==> src/isa_pkg.sv <==
package isa_pkg;

	// operations the front end knows about
	typedef enum logic [3:0] {
		OP_NOP,
		OP_ADD,
		OP_ADDI,
		OP_LW,
		OP_SW,
		OP_SC,
		OP_BEQ,
		OP_J,
		OP_MUL,
		OP_DIV,
		OP_MFC0,
		OP_MTC0,
		OP_ERET
	} op_t;

	typedef struct packed {
		logic [5:0] opcode;
		logic [4:0] rs;
		logic [4:0] rt;
		logic [4:0] rd;
		logic [4:0] shamt;
		logic [5:0] funct;
	} r_fmt_t;

	typedef struct packed {
		logic [5:0]  opcode;
		logic [4:0]  rs;
		logic [4:0]  rt;
		logic [15:0] imm;
	} i_fmt_t;

	// same 32 bits, register or immediate layout
	typedef union packed {
		r_fmt_t r;
		i_fmt_t i;
	} instr_word_t;

	localparam logic [5:0] opc_special  = 6'h00;
	localparam logic [5:0] opc_special2 = 6'h1c;
	localparam logic [5:0] opc_addi     = 6'h08;
	localparam logic [5:0] opc_lw       = 6'h23;
	localparam logic [5:0] opc_sw       = 6'h2b;
	localparam logic [5:0] opc_sc       = 6'h38;
	localparam logic [5:0] opc_beq      = 6'h04;
	localparam logic [5:0] opc_j        = 6'h02;
	localparam logic [5:0] opc_cop0     = 6'h10;

	localparam logic [5:0] funct_add  = 6'h20;
	localparam logic [5:0] funct_div  = 6'h1a;
	localparam logic [5:0] funct_mul  = 6'h02;
	localparam logic [5:0] funct_eret = 6'h18;

	// cop0 sub-op lives in the rs field
	localparam logic [4:0] cop0_mf = 5'h00;
	localparam logic [4:0] cop0_mt = 5'h04;
	localparam logic [4:0] cop0_co = 5'h10;

	// sll r0, r0, 1
	localparam logic [31:0] ssnop_word = 32'h40;

endpackage

==> src/pipe_pkg.sv <==
package pipe_pkg;

	// issue logic is written for exactly two slots
	localparam int issue_num = 2;
	localparam int issue_cnt_w = $clog2(issue_num + 1);

	// cache stages after EX
	localparam int dcache_pipe_depth = 3;

	// serialize privileged ops against each other
	localparam bit cpu_mutex_priv = 1'b1;

	typedef struct packed {
		logic                 valid;
		isa_pkg::instr_word_t instr;
		logic [1:0]           iaddr_ex;
	} fetch_entry_t;

	typedef struct packed {
		isa_pkg::op_t op;
		logic [4:0]   rs1;
		logic [4:0]   rs2;
		logic [4:0]   rd;
		logic         is_load;
		logic         is_store;
		logic         is_controlflow;
		logic         is_priv;
		logic         is_nonrw_priv;
		logic         is_multicyc;
		// at decode: may run late; after issue: does run late
		logic         delayed_exec;
	} decoded_instr_t;

	typedef decoded_instr_t [issue_num-1:0] issue_pair_t;

endpackage

==> src/instr_decode.sv <==
`timescale 1ns/1ps

module instr_decode (
	input  pipe_pkg::fetch_entry_t   entry,
	output pipe_pkg::decoded_instr_t decoded
);

	isa_pkg::instr_word_t instr;

	assign instr = entry.instr;

	always_comb begin
		decoded = '0;
		case (instr.i.opcode)
			isa_pkg::opc_special: begin
				case (instr.r.funct)
					isa_pkg::funct_add: begin
						decoded.op           = isa_pkg::OP_ADD;
						decoded.rs1          = instr.r.rs;
						decoded.rs2          = instr.r.rt;
						decoded.rd           = instr.r.rd;
						decoded.delayed_exec = 1'b1;
					end
					isa_pkg::funct_div: begin
						// result goes to hi/lo, no gpr written
						decoded.op          = isa_pkg::OP_DIV;
						decoded.rs1         = instr.r.rs;
						decoded.rs2         = instr.r.rt;
						decoded.is_multicyc = 1'b1;
					end
					// sll family, ssnop included, acts as nop
					default: decoded.op = isa_pkg::OP_NOP;
				endcase
			end
			isa_pkg::opc_special2: begin
				if (instr.r.funct == isa_pkg::funct_mul) begin
					decoded.op          = isa_pkg::OP_MUL;
					decoded.rs1         = instr.r.rs;
					decoded.rs2         = instr.r.rt;
					decoded.rd          = instr.r.rd;
					decoded.is_multicyc = 1'b1;
				end
			end
			isa_pkg::opc_addi: begin
				decoded.op           = isa_pkg::OP_ADDI;
				decoded.rs1          = instr.i.rs;
				decoded.rd           = instr.i.rt;
				decoded.delayed_exec = 1'b1;
			end
			isa_pkg::opc_lw: begin
				decoded.op      = isa_pkg::OP_LW;
				decoded.rs1     = instr.i.rs;
				decoded.rd      = instr.i.rt;
				decoded.is_load = 1'b1;
			end
			isa_pkg::opc_sw: begin
				// rs1 is the address, rs2 the store data
				decoded.op       = isa_pkg::OP_SW;
				decoded.rs1      = instr.i.rs;
				decoded.rs2      = instr.i.rt;
				decoded.is_store = 1'b1;
			end
			isa_pkg::opc_sc: begin
				// sc writes its success flag back into rt
				decoded.op       = isa_pkg::OP_SC;
				decoded.rs1      = instr.i.rs;
				decoded.rs2      = instr.i.rt;
				decoded.rd       = instr.i.rt;
				decoded.is_store = 1'b1;
			end
			isa_pkg::opc_beq: begin
				// compare runs on the alu, so it may resolve late
				decoded.op             = isa_pkg::OP_BEQ;
				decoded.rs1            = instr.i.rs;
				decoded.rs2            = instr.i.rt;
				decoded.is_controlflow = 1'b1;
				decoded.delayed_exec   = 1'b1;
			end
			isa_pkg::opc_j: begin
				decoded.op             = isa_pkg::OP_J;
				decoded.is_controlflow = 1'b1;
			end
			isa_pkg::opc_cop0: begin
				case (instr.r.rs)
					isa_pkg::cop0_mf: begin
						decoded.op      = isa_pkg::OP_MFC0;
						decoded.rd      = instr.r.rt;
						decoded.is_priv = 1'b1;
					end
					isa_pkg::cop0_mt: begin
						decoded.op      = isa_pkg::OP_MTC0;
						decoded.rs1     = instr.r.rt;
						decoded.is_priv = 1'b1;
					end
					isa_pkg::cop0_co: begin
						if (instr.r.funct == isa_pkg::funct_eret) begin
							decoded.op            = isa_pkg::OP_ERET;
							decoded.is_priv       = 1'b1;
							decoded.is_nonrw_priv = 1'b1;
						end
					end
					default: decoded.op = isa_pkg::OP_NOP;
				endcase
			end
			default: decoded.op = isa_pkg::OP_NOP;
		endcase

		// a fetch fault must be raised in order, never late
		if (entry.iaddr_ex != 2'b00)
			decoded.delayed_exec = 1'b0;
		if (!entry.valid)
			decoded = '0;
	end

endmodule

==> src/instr_issue.sv <==
`timescale 1ns/1ps

module instr_issue (
	input  pipe_pkg::fetch_entry_t [pipe_pkg::issue_num-1:0]       fetch_entry,
	input  pipe_pkg::issue_pair_t                                  id_decoded,
	input  pipe_pkg::issue_pair_t                                  ex_decoded,
	input  pipe_pkg::issue_pair_t [pipe_pkg::dcache_pipe_depth-1:0] dcache_decoded,
	input  logic                                                   delayslot_not_exec,
	output pipe_pkg::issue_pair_t                                  issue_instr,
	output logic [pipe_pkg::issue_cnt_w-1:0]                       issue_num,
	output logic                                                   stall_req
);

	function automatic logic reads_reg(
		input pipe_pkg::decoded_instr_t id,
		input logic [4:0]               r
	);
		return r != 5'd0 && (id.rs1 == r || id.rs2 == r);
	endfunction

	// store data is only needed late, so it is skipped here
	function automatic logic reads_reg_early(
		input pipe_pkg::decoded_instr_t id,
		input logic [4:0]               r
	);
		return r != 5'd0 && (id.rs1 == r || (id.rs2 == r && !id.is_store));
	endfunction

	function automatic logic is_ssnop(input pipe_pkg::fetch_entry_t entry);
		return entry.valid && entry.instr == isa_pkg::ssnop_word;
	endfunction

	logic [1:0] valid;
	logic [1:0] mem_access;
	logic [1:0] can_delay;
	logic [1:0] taken;
	logic [1:0] ex_load_hit;
	logic [1:0] near_hazard;
	logic [1:0] mid_load_hit;
	logic       slot2_not_taken;
	logic       priv_in_flight;
	logic       nonrw_priv_in_flight;
	logic       priv_serialize;
	logic       branch_no_delayslot;
	logic       spec_branch;
	logic       spec_conflict;

	for (genvar i = 0; i < pipe_pkg::issue_num; i++) begin : gen_slot
		assign valid[i]      = fetch_entry[i].valid;
		assign mem_access[i] = id_decoded[i].is_load | id_decoded[i].is_store;
	end

	// second slot may only run late together with the first
	assign can_delay[0] = id_decoded[0].delayed_exec;
	assign can_delay[1] = id_decoded[0].delayed_exec & id_decoded[1].delayed_exec;

	assign slot2_not_taken =
		  !valid[1]
		| reads_reg(id_decoded[1], id_decoded[0].rd)
		| (mem_access[0] & mem_access[1])
		| delayslot_not_exec
		// branches only go out in the first slot
		| id_decoded[1].is_controlflow
		| is_ssnop(fetch_entry[0]) | is_ssnop(fetch_entry[1])
		| (id_decoded[0].op == isa_pkg::OP_SC) | (id_decoded[1].op == isa_pkg::OP_SC)
		| id_decoded[0].is_priv | id_decoded[1].is_priv
		| (id_decoded[0].is_multicyc & id_decoded[1].is_multicyc);

	assign taken = {!slot2_not_taken, 1'b1};

	// register hazards against everything still in flight
	always_comb begin
		ex_load_hit  = '0;
		near_hazard  = '0;
		mid_load_hit = '0;
		for (int i = 0; i < pipe_pkg::issue_num; i++) begin
			for (int j = 0; j < pipe_pkg::issue_num; j++) begin
				ex_load_hit[i] |= ex_decoded[j].is_load
					& reads_reg(id_decoded[i], ex_decoded[j].rd);
				near_hazard[i] |= dcache_decoded[0][j].is_load
					& reads_reg(id_decoded[i], dcache_decoded[0][j].rd);
				near_hazard[i] |= ex_decoded[j].delayed_exec
					& reads_reg(id_decoded[i], ex_decoded[j].rd);
				near_hazard[i] |= dcache_decoded[0][j].delayed_exec
					& reads_reg(id_decoded[i], dcache_decoded[0][j].rd);
				for (int k = 1; k < pipe_pkg::dcache_pipe_depth - 1; k++) begin
					mid_load_hit[i] |= dcache_decoded[k][j].is_load
						& reads_reg_early(id_decoded[i], dcache_decoded[k][j].rd);
				end
			end
		end
	end

	always_comb begin
		priv_in_flight       = 1'b0;
		nonrw_priv_in_flight = 1'b0;
		for (int j = 0; j < pipe_pkg::issue_num; j++) begin
			priv_in_flight       |= ex_decoded[j].is_priv;
			nonrw_priv_in_flight |= ex_decoded[j].is_nonrw_priv;
			for (int k = 0; k < pipe_pkg::dcache_pipe_depth; k++) begin
				priv_in_flight       |= dcache_decoded[k][j].is_priv;
				nonrw_priv_in_flight |= dcache_decoded[k][j].is_nonrw_priv;
			end
		end
	end

	assign priv_serialize = pipe_pkg::cpu_mutex_priv
		& (nonrw_priv_in_flight | (id_decoded[0].is_nonrw_priv & priv_in_flight));

	// delay slot not fetched yet
	assign branch_no_delayslot = id_decoded[0].is_controlflow & !valid[1];

	// a late branch may still redirect, so no stores or priv behind it
	assign spec_branch   = ex_decoded[0].is_controlflow & ex_decoded[0].delayed_exec;
	assign spec_conflict = id_decoded[0].is_store | id_decoded[1].is_store
		| id_decoded[0].is_priv | id_decoded[1].is_priv;

	assign stall_req =
		  |(ex_load_hit & taken)
		| |(near_hazard & taken & ~can_delay)
		| |(mid_load_hit & taken)
		| priv_serialize
		| branch_no_delayslot
		| (spec_branch & spec_conflict)
		| (valid == 2'b00);

	always_comb begin
		issue_instr = id_decoded;
		issue_num   = 2'd2;
		for (int i = 0; i < pipe_pkg::issue_num; i++)
			issue_instr[i].delayed_exec = near_hazard[i] & taken[i] & can_delay[i];
		if (slot2_not_taken) begin
			issue_instr[1] = '0;
			issue_num      = 2'd1;
		end
	end

endmodule

==> src/pipe_tracker.sv <==
`timescale 1ns/1ps

module pipe_tracker (
	input  logic                                                   clk,
	input  logic                                                   arst_n,
	input  pipe_pkg::issue_pair_t                                  issue_instr,
	input  logic [pipe_pkg::issue_cnt_w-1:0]                       issue_num,
	input  logic                                                   stall_req,
	output pipe_pkg::issue_pair_t                                  ex_decoded,
	output pipe_pkg::issue_pair_t [pipe_pkg::dcache_pipe_depth-1:0] dcache_decoded
);

	pipe_pkg::issue_pair_t ex_next;

	// what enters EX this cycle
	always_comb begin
		ex_next = issue_instr;
		if (issue_num == 2'd1)
			ex_next[1] = '0;
		// bubble on stall
		if (stall_req)
			ex_next = '0;
	end

	always_ff @(posedge clk or negedge arst_n) begin
		if (!arst_n) begin
			ex_decoded <= '0;
		end else begin
			ex_decoded <= ex_next;
		end
	end

	// cache stages advance every cycle, never held
	always_ff @(posedge clk or negedge arst_n) begin
		if (!arst_n) begin
			dcache_decoded <= '0;
		end else begin
			dcache_decoded[0] <= ex_decoded;
			for (int k = 1; k < pipe_pkg::dcache_pipe_depth; k++)
				dcache_decoded[k] <= dcache_decoded[k-1];
		end
	end

endmodule

==> src/issue_stage.sv <==
`timescale 1ns/1ps

module issue_stage (
	input  logic                                             clk,
	input  logic                                             arst_n,
	input  pipe_pkg::fetch_entry_t [pipe_pkg::issue_num-1:0] fetch_entry,
	input  logic                                             delayslot_not_exec,
	output pipe_pkg::issue_pair_t                            issue_instr,
	output logic [pipe_pkg::issue_cnt_w-1:0]                 issue_num,
	output logic                                             stall_req
);

	pipe_pkg::issue_pair_t                                  id_decoded;
	pipe_pkg::issue_pair_t                                  ex_decoded;
	pipe_pkg::issue_pair_t [pipe_pkg::dcache_pipe_depth-1:0] dcache_decoded;

	// one decoder per fetch slot
	for (genvar i = 0; i < pipe_pkg::issue_num; i++) begin : gen_decode
		instr_decode instr_decode_i (
			.entry   (fetch_entry[i]),
			.decoded (id_decoded[i])
		);
	end

	instr_issue instr_issue_i (
		.fetch_entry        (fetch_entry),
		.id_decoded         (id_decoded),
		.ex_decoded         (ex_decoded),
		.dcache_decoded     (dcache_decoded),
		.delayslot_not_exec (delayslot_not_exec),
		.issue_instr        (issue_instr),
		.issue_num          (issue_num),
		.stall_req          (stall_req)
	);

	pipe_tracker pipe_tracker_i (
		.clk            (clk),
		.arst_n         (arst_n),
		.issue_instr    (issue_instr),
		.issue_num      (issue_num),
		.stall_req      (stall_req),
		.ex_decoded     (ex_decoded),
		.dcache_decoded (dcache_decoded)
	);

endmodule

==> config.mk <==
export PLATFORM = sky130hd
export DESIGN_NAME = issue_stage
export DESIGN_NICKNAME = d
export VERILOG_FILES = /design/src/isa_pkg.sv /design/src/pipe_pkg.sv /design/src/instr_decode.sv /design/src/instr_issue.sv /design/src/pipe_tracker.sv /design/src/issue_stage.sv
export SDC_FILE = /design/constraint.sdc
export NUM_CORES = 1
export LEC_CHECK = 0
export BUFFER_PORTS_ARGS = -buffer_cell sky130_fd_sc_hd__buf_4
export CELL_PAD_IN_SITES_DETAIL_PLACEMENT = 1
export CELL_PAD_IN_SITES_GLOBAL_PLACEMENT = 2
export CORE_MARGIN = 2
export CORE_UTILIZATION = 33
export CTS_CLUSTER_SIZE = 28
export DETAILED_ROUTE_END_ITERATION = 7
export PLACE_DENSITY_LB_ADDON = 0.1
export SETUP_SLACK_MARGIN = 0.3
export SLEW_MARGIN = 20
export SYNTH_ARGS = -nofsm -noshare
export SYNTH_HDL_FRONTEND = slang
export SYNTH_SLANG_ARGS = --single-unit
==> constraint.sdc <==
create_clock -name clk -period 4.5 [get_ports clk]
set_input_delay 0.225 -clock clk [delete_from_list [all_inputs] [get_ports clk]]
set_output_delay 0.225 -clock clk [all_outputs]
set_load 0.05 [all_outputs]
Yosys cells after proc, flatten, opt, wreduce, memory -nomap -nowiden
Index checks and enable logic that the tools add are counted.
{"block": "totals", "ff_bits": 57, "output_inout_bits": 55, "elab_cells": 303}
{"block": "classes", "n_eq_ne": 59, "muxes": 56, "bitwise_logic": 86, "n_reduce_logical": 69}
{"op": "== test 5 bit", "n": 26}
{"op": "one-hot mux 5 bit (4 select lines)", "n": 4}
{"op": "two-way mux 26 bit", "n": 3}
{"op": "one-hot mux 4 bit (9 select lines)", "n": 2}
{"op": "== test 32 x 7 -> 1 bit, second input constant", "n": 2}
{"op": "OR 1 bit", "n": 51}
{"op": "== test 6 x 5 -> 1 bit, second input constant", "n": 8}
{"op": "== test 6 bit, second input constant", "n": 8}
{"op": "two-way mux 19 bit", "n": 2}
{"op": "two-way mux 38 bit", "n": 1}
{"op": "nonzero test 5 bit", "n": 7}
{"op": "AND 1 bit", "n": 30}
{"op": "two-way mux 5 bit", "n": 6}
{"op": "one-hot mux 5 bit (3 select lines)", "n": 2}
{"op": "OR reduction 2 bit", "n": 13}
{"op": "== test 6 x 2 -> 1 bit, second input constant", "n": 4}
{"op": "one-hot mux 4 bit (3 select lines)", "n": 2}
{"op": "two-way mux 10 bit", "n": 2}
{"op": "logical AND 1 bit", "n": 19}
{"op": "two-way mux 1 bit", "n": 16}
{"op": "one-hot mux 4 bit (2 select lines)", "n": 2}
{"op": "logical OR 1 bit", "n": 13}
{"op": "== test 6 x 3 -> 1 bit, second input constant", "n": 2}
{"op": "== test 6 x 4 -> 1 bit, second input constant", "n": 2}
{"op": "17 further kinds", "n": 43}

Depth between registers and ports, before layout
{"block": "logic_depth", "depth_word": 30, "ltp_mapped": 16, "mapped_depth_nobuf": 11}

Hierarchy
Synthesis repeated with hierarchy kept, for this count alone.
{"block": "hier_totals", "hier_cells": 906, "hier_area_um2": 10055.9}
{"module": "pipe_tracker", "instances": 1, "cells_per_inst": 270, "area_per_inst_um2": 5764.3, "seq_area_each_um2": 5205.0}
{"module": "instr_issue", "instances": 1, "cells_per_inst": 368, "area_per_inst_um2": 2519.9, "seq_area_each_um2": 0.0}
{"module": "instr_decode", "instances": 2, "cells_per_inst": 134, "area_per_inst_um2": 885.8, "seq_area_each_um2": 0.0}

Worst setup path after synthesis
Ideal clock, no wire load.
{"block": "synth_path", "kind": "in2out", "start": "input port fetch_entry[29] (netlist bit)", "end": "output port stall_req", "arrival_time_ps": 4516, "slack_ps": -241, "stages": 10, "n_path_buf": 1, "cell_sequence": "buf_2 > or3b_2 > a2111oi_1 > nor2_1 > nand3_1 > o211a_1 > o311ai_1 > nor4_4 > nand2_2 > or3_1"}
{"element": "start: declaration", "line_no": "issue_stage.sv:6", "rtl": "input pipe_pkg::fetch_entry_t [pipe_pkg::issue_num-1:0] fetch_entry,"}
{"element": "end: declaration", "line_no": "issue_stage.sv:10", "rtl": "output logic stall_req"}

Final worst setup path
{"block": "layout_path", "start": "input port fetch_entry[29] (netlist bit)", "end": "output port stall_req"}
{"block": "layout_between", "elab_chain_len": 28, "elab_cells_between_ends": 116, "cone_classes": "24 x eq/ne; 12 x mux; 50 x bitwise; 30 x reduce/logical"}
{"element": "== test 6 x 4 -> 1 bit / == test 6 bit (equally long branches)", "line_no": "instr_decode.sv:14", "rtl": "case (instr.i.opcode)"}
{"element": "OR reduction 3 bit (no line)"}
{"element": "one-hot mux 5 bit (4 select lines)", "line_no": "instr_decode.sv:14"}
{"element": "two-way mux 26 bit", "line_no": "instr_decode.sv:111", "rtl": "if (!entry.valid)"}
{"element": "== test 5 bit", "line_no": "instr_issue.sv:18", "rtl": "return r != 5'd0 && (id.rs1 == r || id.rs2 == r);"}
{"element": "logical OR 1 bit", "line_no": "instr_issue.sv:18"}
{"element": "logical AND 1 bit", "line_no": "instr_issue.sv:18"}
{"element": "OR 1 bit", "line_no": "instr_issue.sv:59", "rtl": "| reads_reg(id_decoded[1], id_decoded[0].rd)"}
{"element": "[11 not listed]"}
{"element": "AND 2 bit (2 in series)", "line_no": "instr_issue.sv:120", "rtl": "| |(near_hazard & taken & ~can_delay)"}
{"element": "OR reduction 2 bit", "line_no": "instr_issue.sv:120"}
{"element": "OR 1 bit", "line_no": "instr_issue.sv:120"}
{"element": "OR 1 bit", "line_no": "instr_issue.sv:121", "rtl": "| |(mid_load_hit & taken)"}
{"element": "OR 1 bit", "line_no": "instr_issue.sv:122", "rtl": "| priv_serialize"}
{"element": "OR 1 bit", "line_no": "instr_issue.sv:123", "rtl": "| branch_no_delayslot"}
{"element": "OR 1 bit *", "line_no": "instr_issue.sv:124", "rtl": "| (spec_branch & spec_conflict)"}
{"element": "OR 1 bit *", "line_no": "instr_issue.sv:125", "rtl": "| (valid == 2'b00);"}
Every way passes the cells marked *; elsewhere a longest branch is shown, timed or not.

==> metrics.yaml <==
clocking:
  cts_buffers: 9
  clock-sinks: 57
  postCtsSetupBuffers: 0
  root_buffer: "clkbuf_16"
  clk_path_buf_depth: 2
  tritoncts: "yes"
  cts.clk_slew.worst_paths_ps: 60
  htreeDepth: 3
  worstSkewPairLatency_ps: 340
yosys:
  synth-seq-cells: 57
  syn-mean-instance-area_um2: 7.71
  synth.distinct_cells: 100
  netlist_instances: 891
  synth_ff_type: "dfrtp_1"
  seq_area_frac_synth_pct: 20.8
  synth-async-reset-ratio_pct: 100
  synth.cell_area_um2: 6870
  ys_warn_count: 0
  synth_edf_count: 0
setup_path:
  critical_path_class: "in -> out"
  rr_worst_depth: 11
  r2r-start: "pipe_tracker_i.dcache_decoded[36]$_DFF_PN0_"
  r2r-end: "pipe_tracker_i.ex_decoded[6]$_DFF_PN0_"
  crit_arrival_ps: 3770
  slowest_delay_ps: 630
  worstPathMaxFanout: 14
  cp-start-kind: "input pin"
  reg2reg_slack_ps: 1060
  critPathCaptureType: "output pin"
  cpMaxStageDelayCell: "or4_4"
  path_cells: "buf_4 -> or3_1 -> or4_4 -> a21oi_1 -> o211ai_1 -> inv_1 -> nand4_1 -> a311o_1 -> and3_4 -> inv_2 -> a21oi_2 -> or3_1 -> buf_4"
  startpoint: "fetch_entry[29]"
  crit_required_ps: 4280
global_route:
  grt-ovfl-total: 0
  antenna_found_initial: 0
  grt_pass1_wl_um: 51400
  grt_max_degree: 58
  grt_pass1_vias: 8225
  grt_use_total_pct: 31.0
sta:
  worst_slack_ps: 506
  slew_headroom_pct: 31.6
  rsz0062_at_grt: "no"
  fin_skew_ps: 11.0
  period_share_pct: 88.8
  whs_ps: 299
  maxSlewViolCount: 0
  final_hold_viol_count: 0
  tightest_slew_ps: 1020
  max_freq_mhz: 250
  final-setup-viol-count: 0
  fin_setup_tns_ps: 0
  period_minus_slack_ps: 3990
die:
  boundaryPins: 128
  die_w_um: 148
  die-area_um2: 22000
  fp-row-count: 52
  chipHeight_um: 148
  coreArea_um2: 20400
  initial_core_util_pct: 33.7
power:
  power.total_w: 0.00155
  power.density_nw_per_um2: 185
  p_leak_nw: 3.29
  vdd_drop_max_v: 0.000163
min_path:
  holdPathEnd: "pipe_tracker_i.ex_decoded[32]$_DFF_PN0_"
  hold_path_class: "in -> reg"
  hold_path_depth: 3
  holdCritStartpoint: "fetch_entry[69]"
placement:
  dp_cells: 1237
  hpwl_um: 26600
  io_buffers: 124
  dp_worst_setup_slack_ps: 445
  gp_congestion: 0.977
detailed_routing:
  ant_nets: 0
  drc: 0
  drt_wl_total_um: 34300
  firstDrtPassIters: 5
  vias_per_cell: 6.33
  vias: 7936
  drt_iter0_markers: 548
  wl_per_cell_um: 27.4
final_layout:
  fin_cells: 1254
  layout-drive-gt1-share_pct: 24.1
  syn2layout_area_growth_pct: 21.9
  finalNetCount: 1052
  n_antenna_cell: 0
flow_run:
  max-cap-violations: 0
status:
  status: "finished clean"
-- placed cells by master, fill, tap and decap left out, types with 10 or more instances in the layout --
cell type | netlist | final
buf_4 | 6 | 159
nor2_1 | 83 | 81
xnor2_1 | 67 | 67
dfrtp_1 | 57 | 57
nand2_1 | 48 | 48
a21oi_1 | 43 | 41
nand3_1 | 33 | 33
inv_1 | 29 | 29
nor3_1 | 28 | 27
nor4_1 | 24 | 24
xor2_1 | 19 | 19
o21ai_0 | 18 | 18
a31oi_1 | 18 | 18
nand4_1 | 17 | 17
o22ai_1 | 18 | 17
a211oi_1 | 15 | 15
or2_2 | 15 | 15
nor4b_1 | 15 | 15
and3_1 | 14 | 14
or4_1 | 15 | 14
o211ai_1 | 13 | 13
and2_1 | 11 | 11
a22oi_1 | 10 | 10
-- worst max-delay path by stage --
| stage | endpoint | slack (ps) | cells after the start |
|---|---|---|---|
| 2_1_floorplan | issue_instr[40] | 340 | 14 |
| 3_3_place_gp | stall_req | 460 | 13 |
| 3_5_place_dp | stall_req | 440 | 13 |
| 4_1_cts | stall_req | 420 | 13 |
| 5_1_grt | stall_req | 300 | 12 |
| 6_report | stall_req | 510 | 13 |
-- Yosys cell counts, types with 18 or more instances --
master	count	area (um2)
nor4_1	24	150
nand3_1	33	165
xor2_1	19	166
nand2_1	48	180
a21oi_1	43	215
a31oi_1	18	113
o22ai_1	18	113
nor2_1	83	312
nor3_1	28	140
xnor2_1	67	587
inv_1	29	109
dfrtp_1	57	1430
clkbuf_1	53	199
o21ai_0	18	90.1
-- worst max-delay path, delay by kind of cell --
| family | cells | cell delay (ps) |
|---|---|---|
| AOI/OAI and AO/OA | 4 | 910 |
| buffers and inverters | 4 | 760 |
| and+or+nand+nor | 5 | 1870 |
-- registers in the layout (all words and copies together), names as in the netlist --
name / cells
pipe_tracker_i.ex_decoded: 19
pipe_tracker_i.dcache_decoded: 38
-- cells by family after synthesis --
group | share of synthesized area [%]
xor gates and xnor gates | 11.0
muxes | 0.583
and+or+nand+nor | 33.4
other | 0.0546
buffers and inverters | 7.59
adders and majority gates | 0.146
DFF | 20.8
AOI/OAI and AO/OA | 26.5
-- report_power, final --
part	internal, W	switching, W	total (W)	leakage (nW)
logic	0.000110	0.000206	0.000316	2.38
clock network	0.000433	0.000280	0.000713	0.139
registers	0.000516	0.00000222	0.000519	0.778
-- metrics by stage --
step	cell area [um2]	util (%)
final	8380	41.1
after CTS	8360	41.1
after detailed placement	8050	39.5
after floorplan	6910	-
after global placement	8050	39.5
after global routing	8380	41.1
-- cell type report --
class / count / area [um2]
well taps: 270 / 338
fillers: 2491 / 12000
multi-input cells: 719 / 4980
clock buffers: 9 / 225
flip-flops and latches: 57 / 1430
clock inverters: 7 / 78.8
inverters: 32 / 120
repair buffers: 160 / 1200
-- metal layers --
layer / track usage, % / routed length, um
met4: 12.6 / 1530
met1: 39.1 / 14400
met5: 0 / 0
met2: 53.0 / 16600
met3: 4.79 / 1820
-- repair_timing --
| action | in CTS | in global routing |
|---|---|---|
| setup endpoints to repair | 0 | 5 |
| endpoints found under the hold margin | 53 | 0 |
| resized for setup | 0 | 3 |
| hold buffers | 1 | 0 |
No activity file was read; power rests on OpenSTA's default activity.
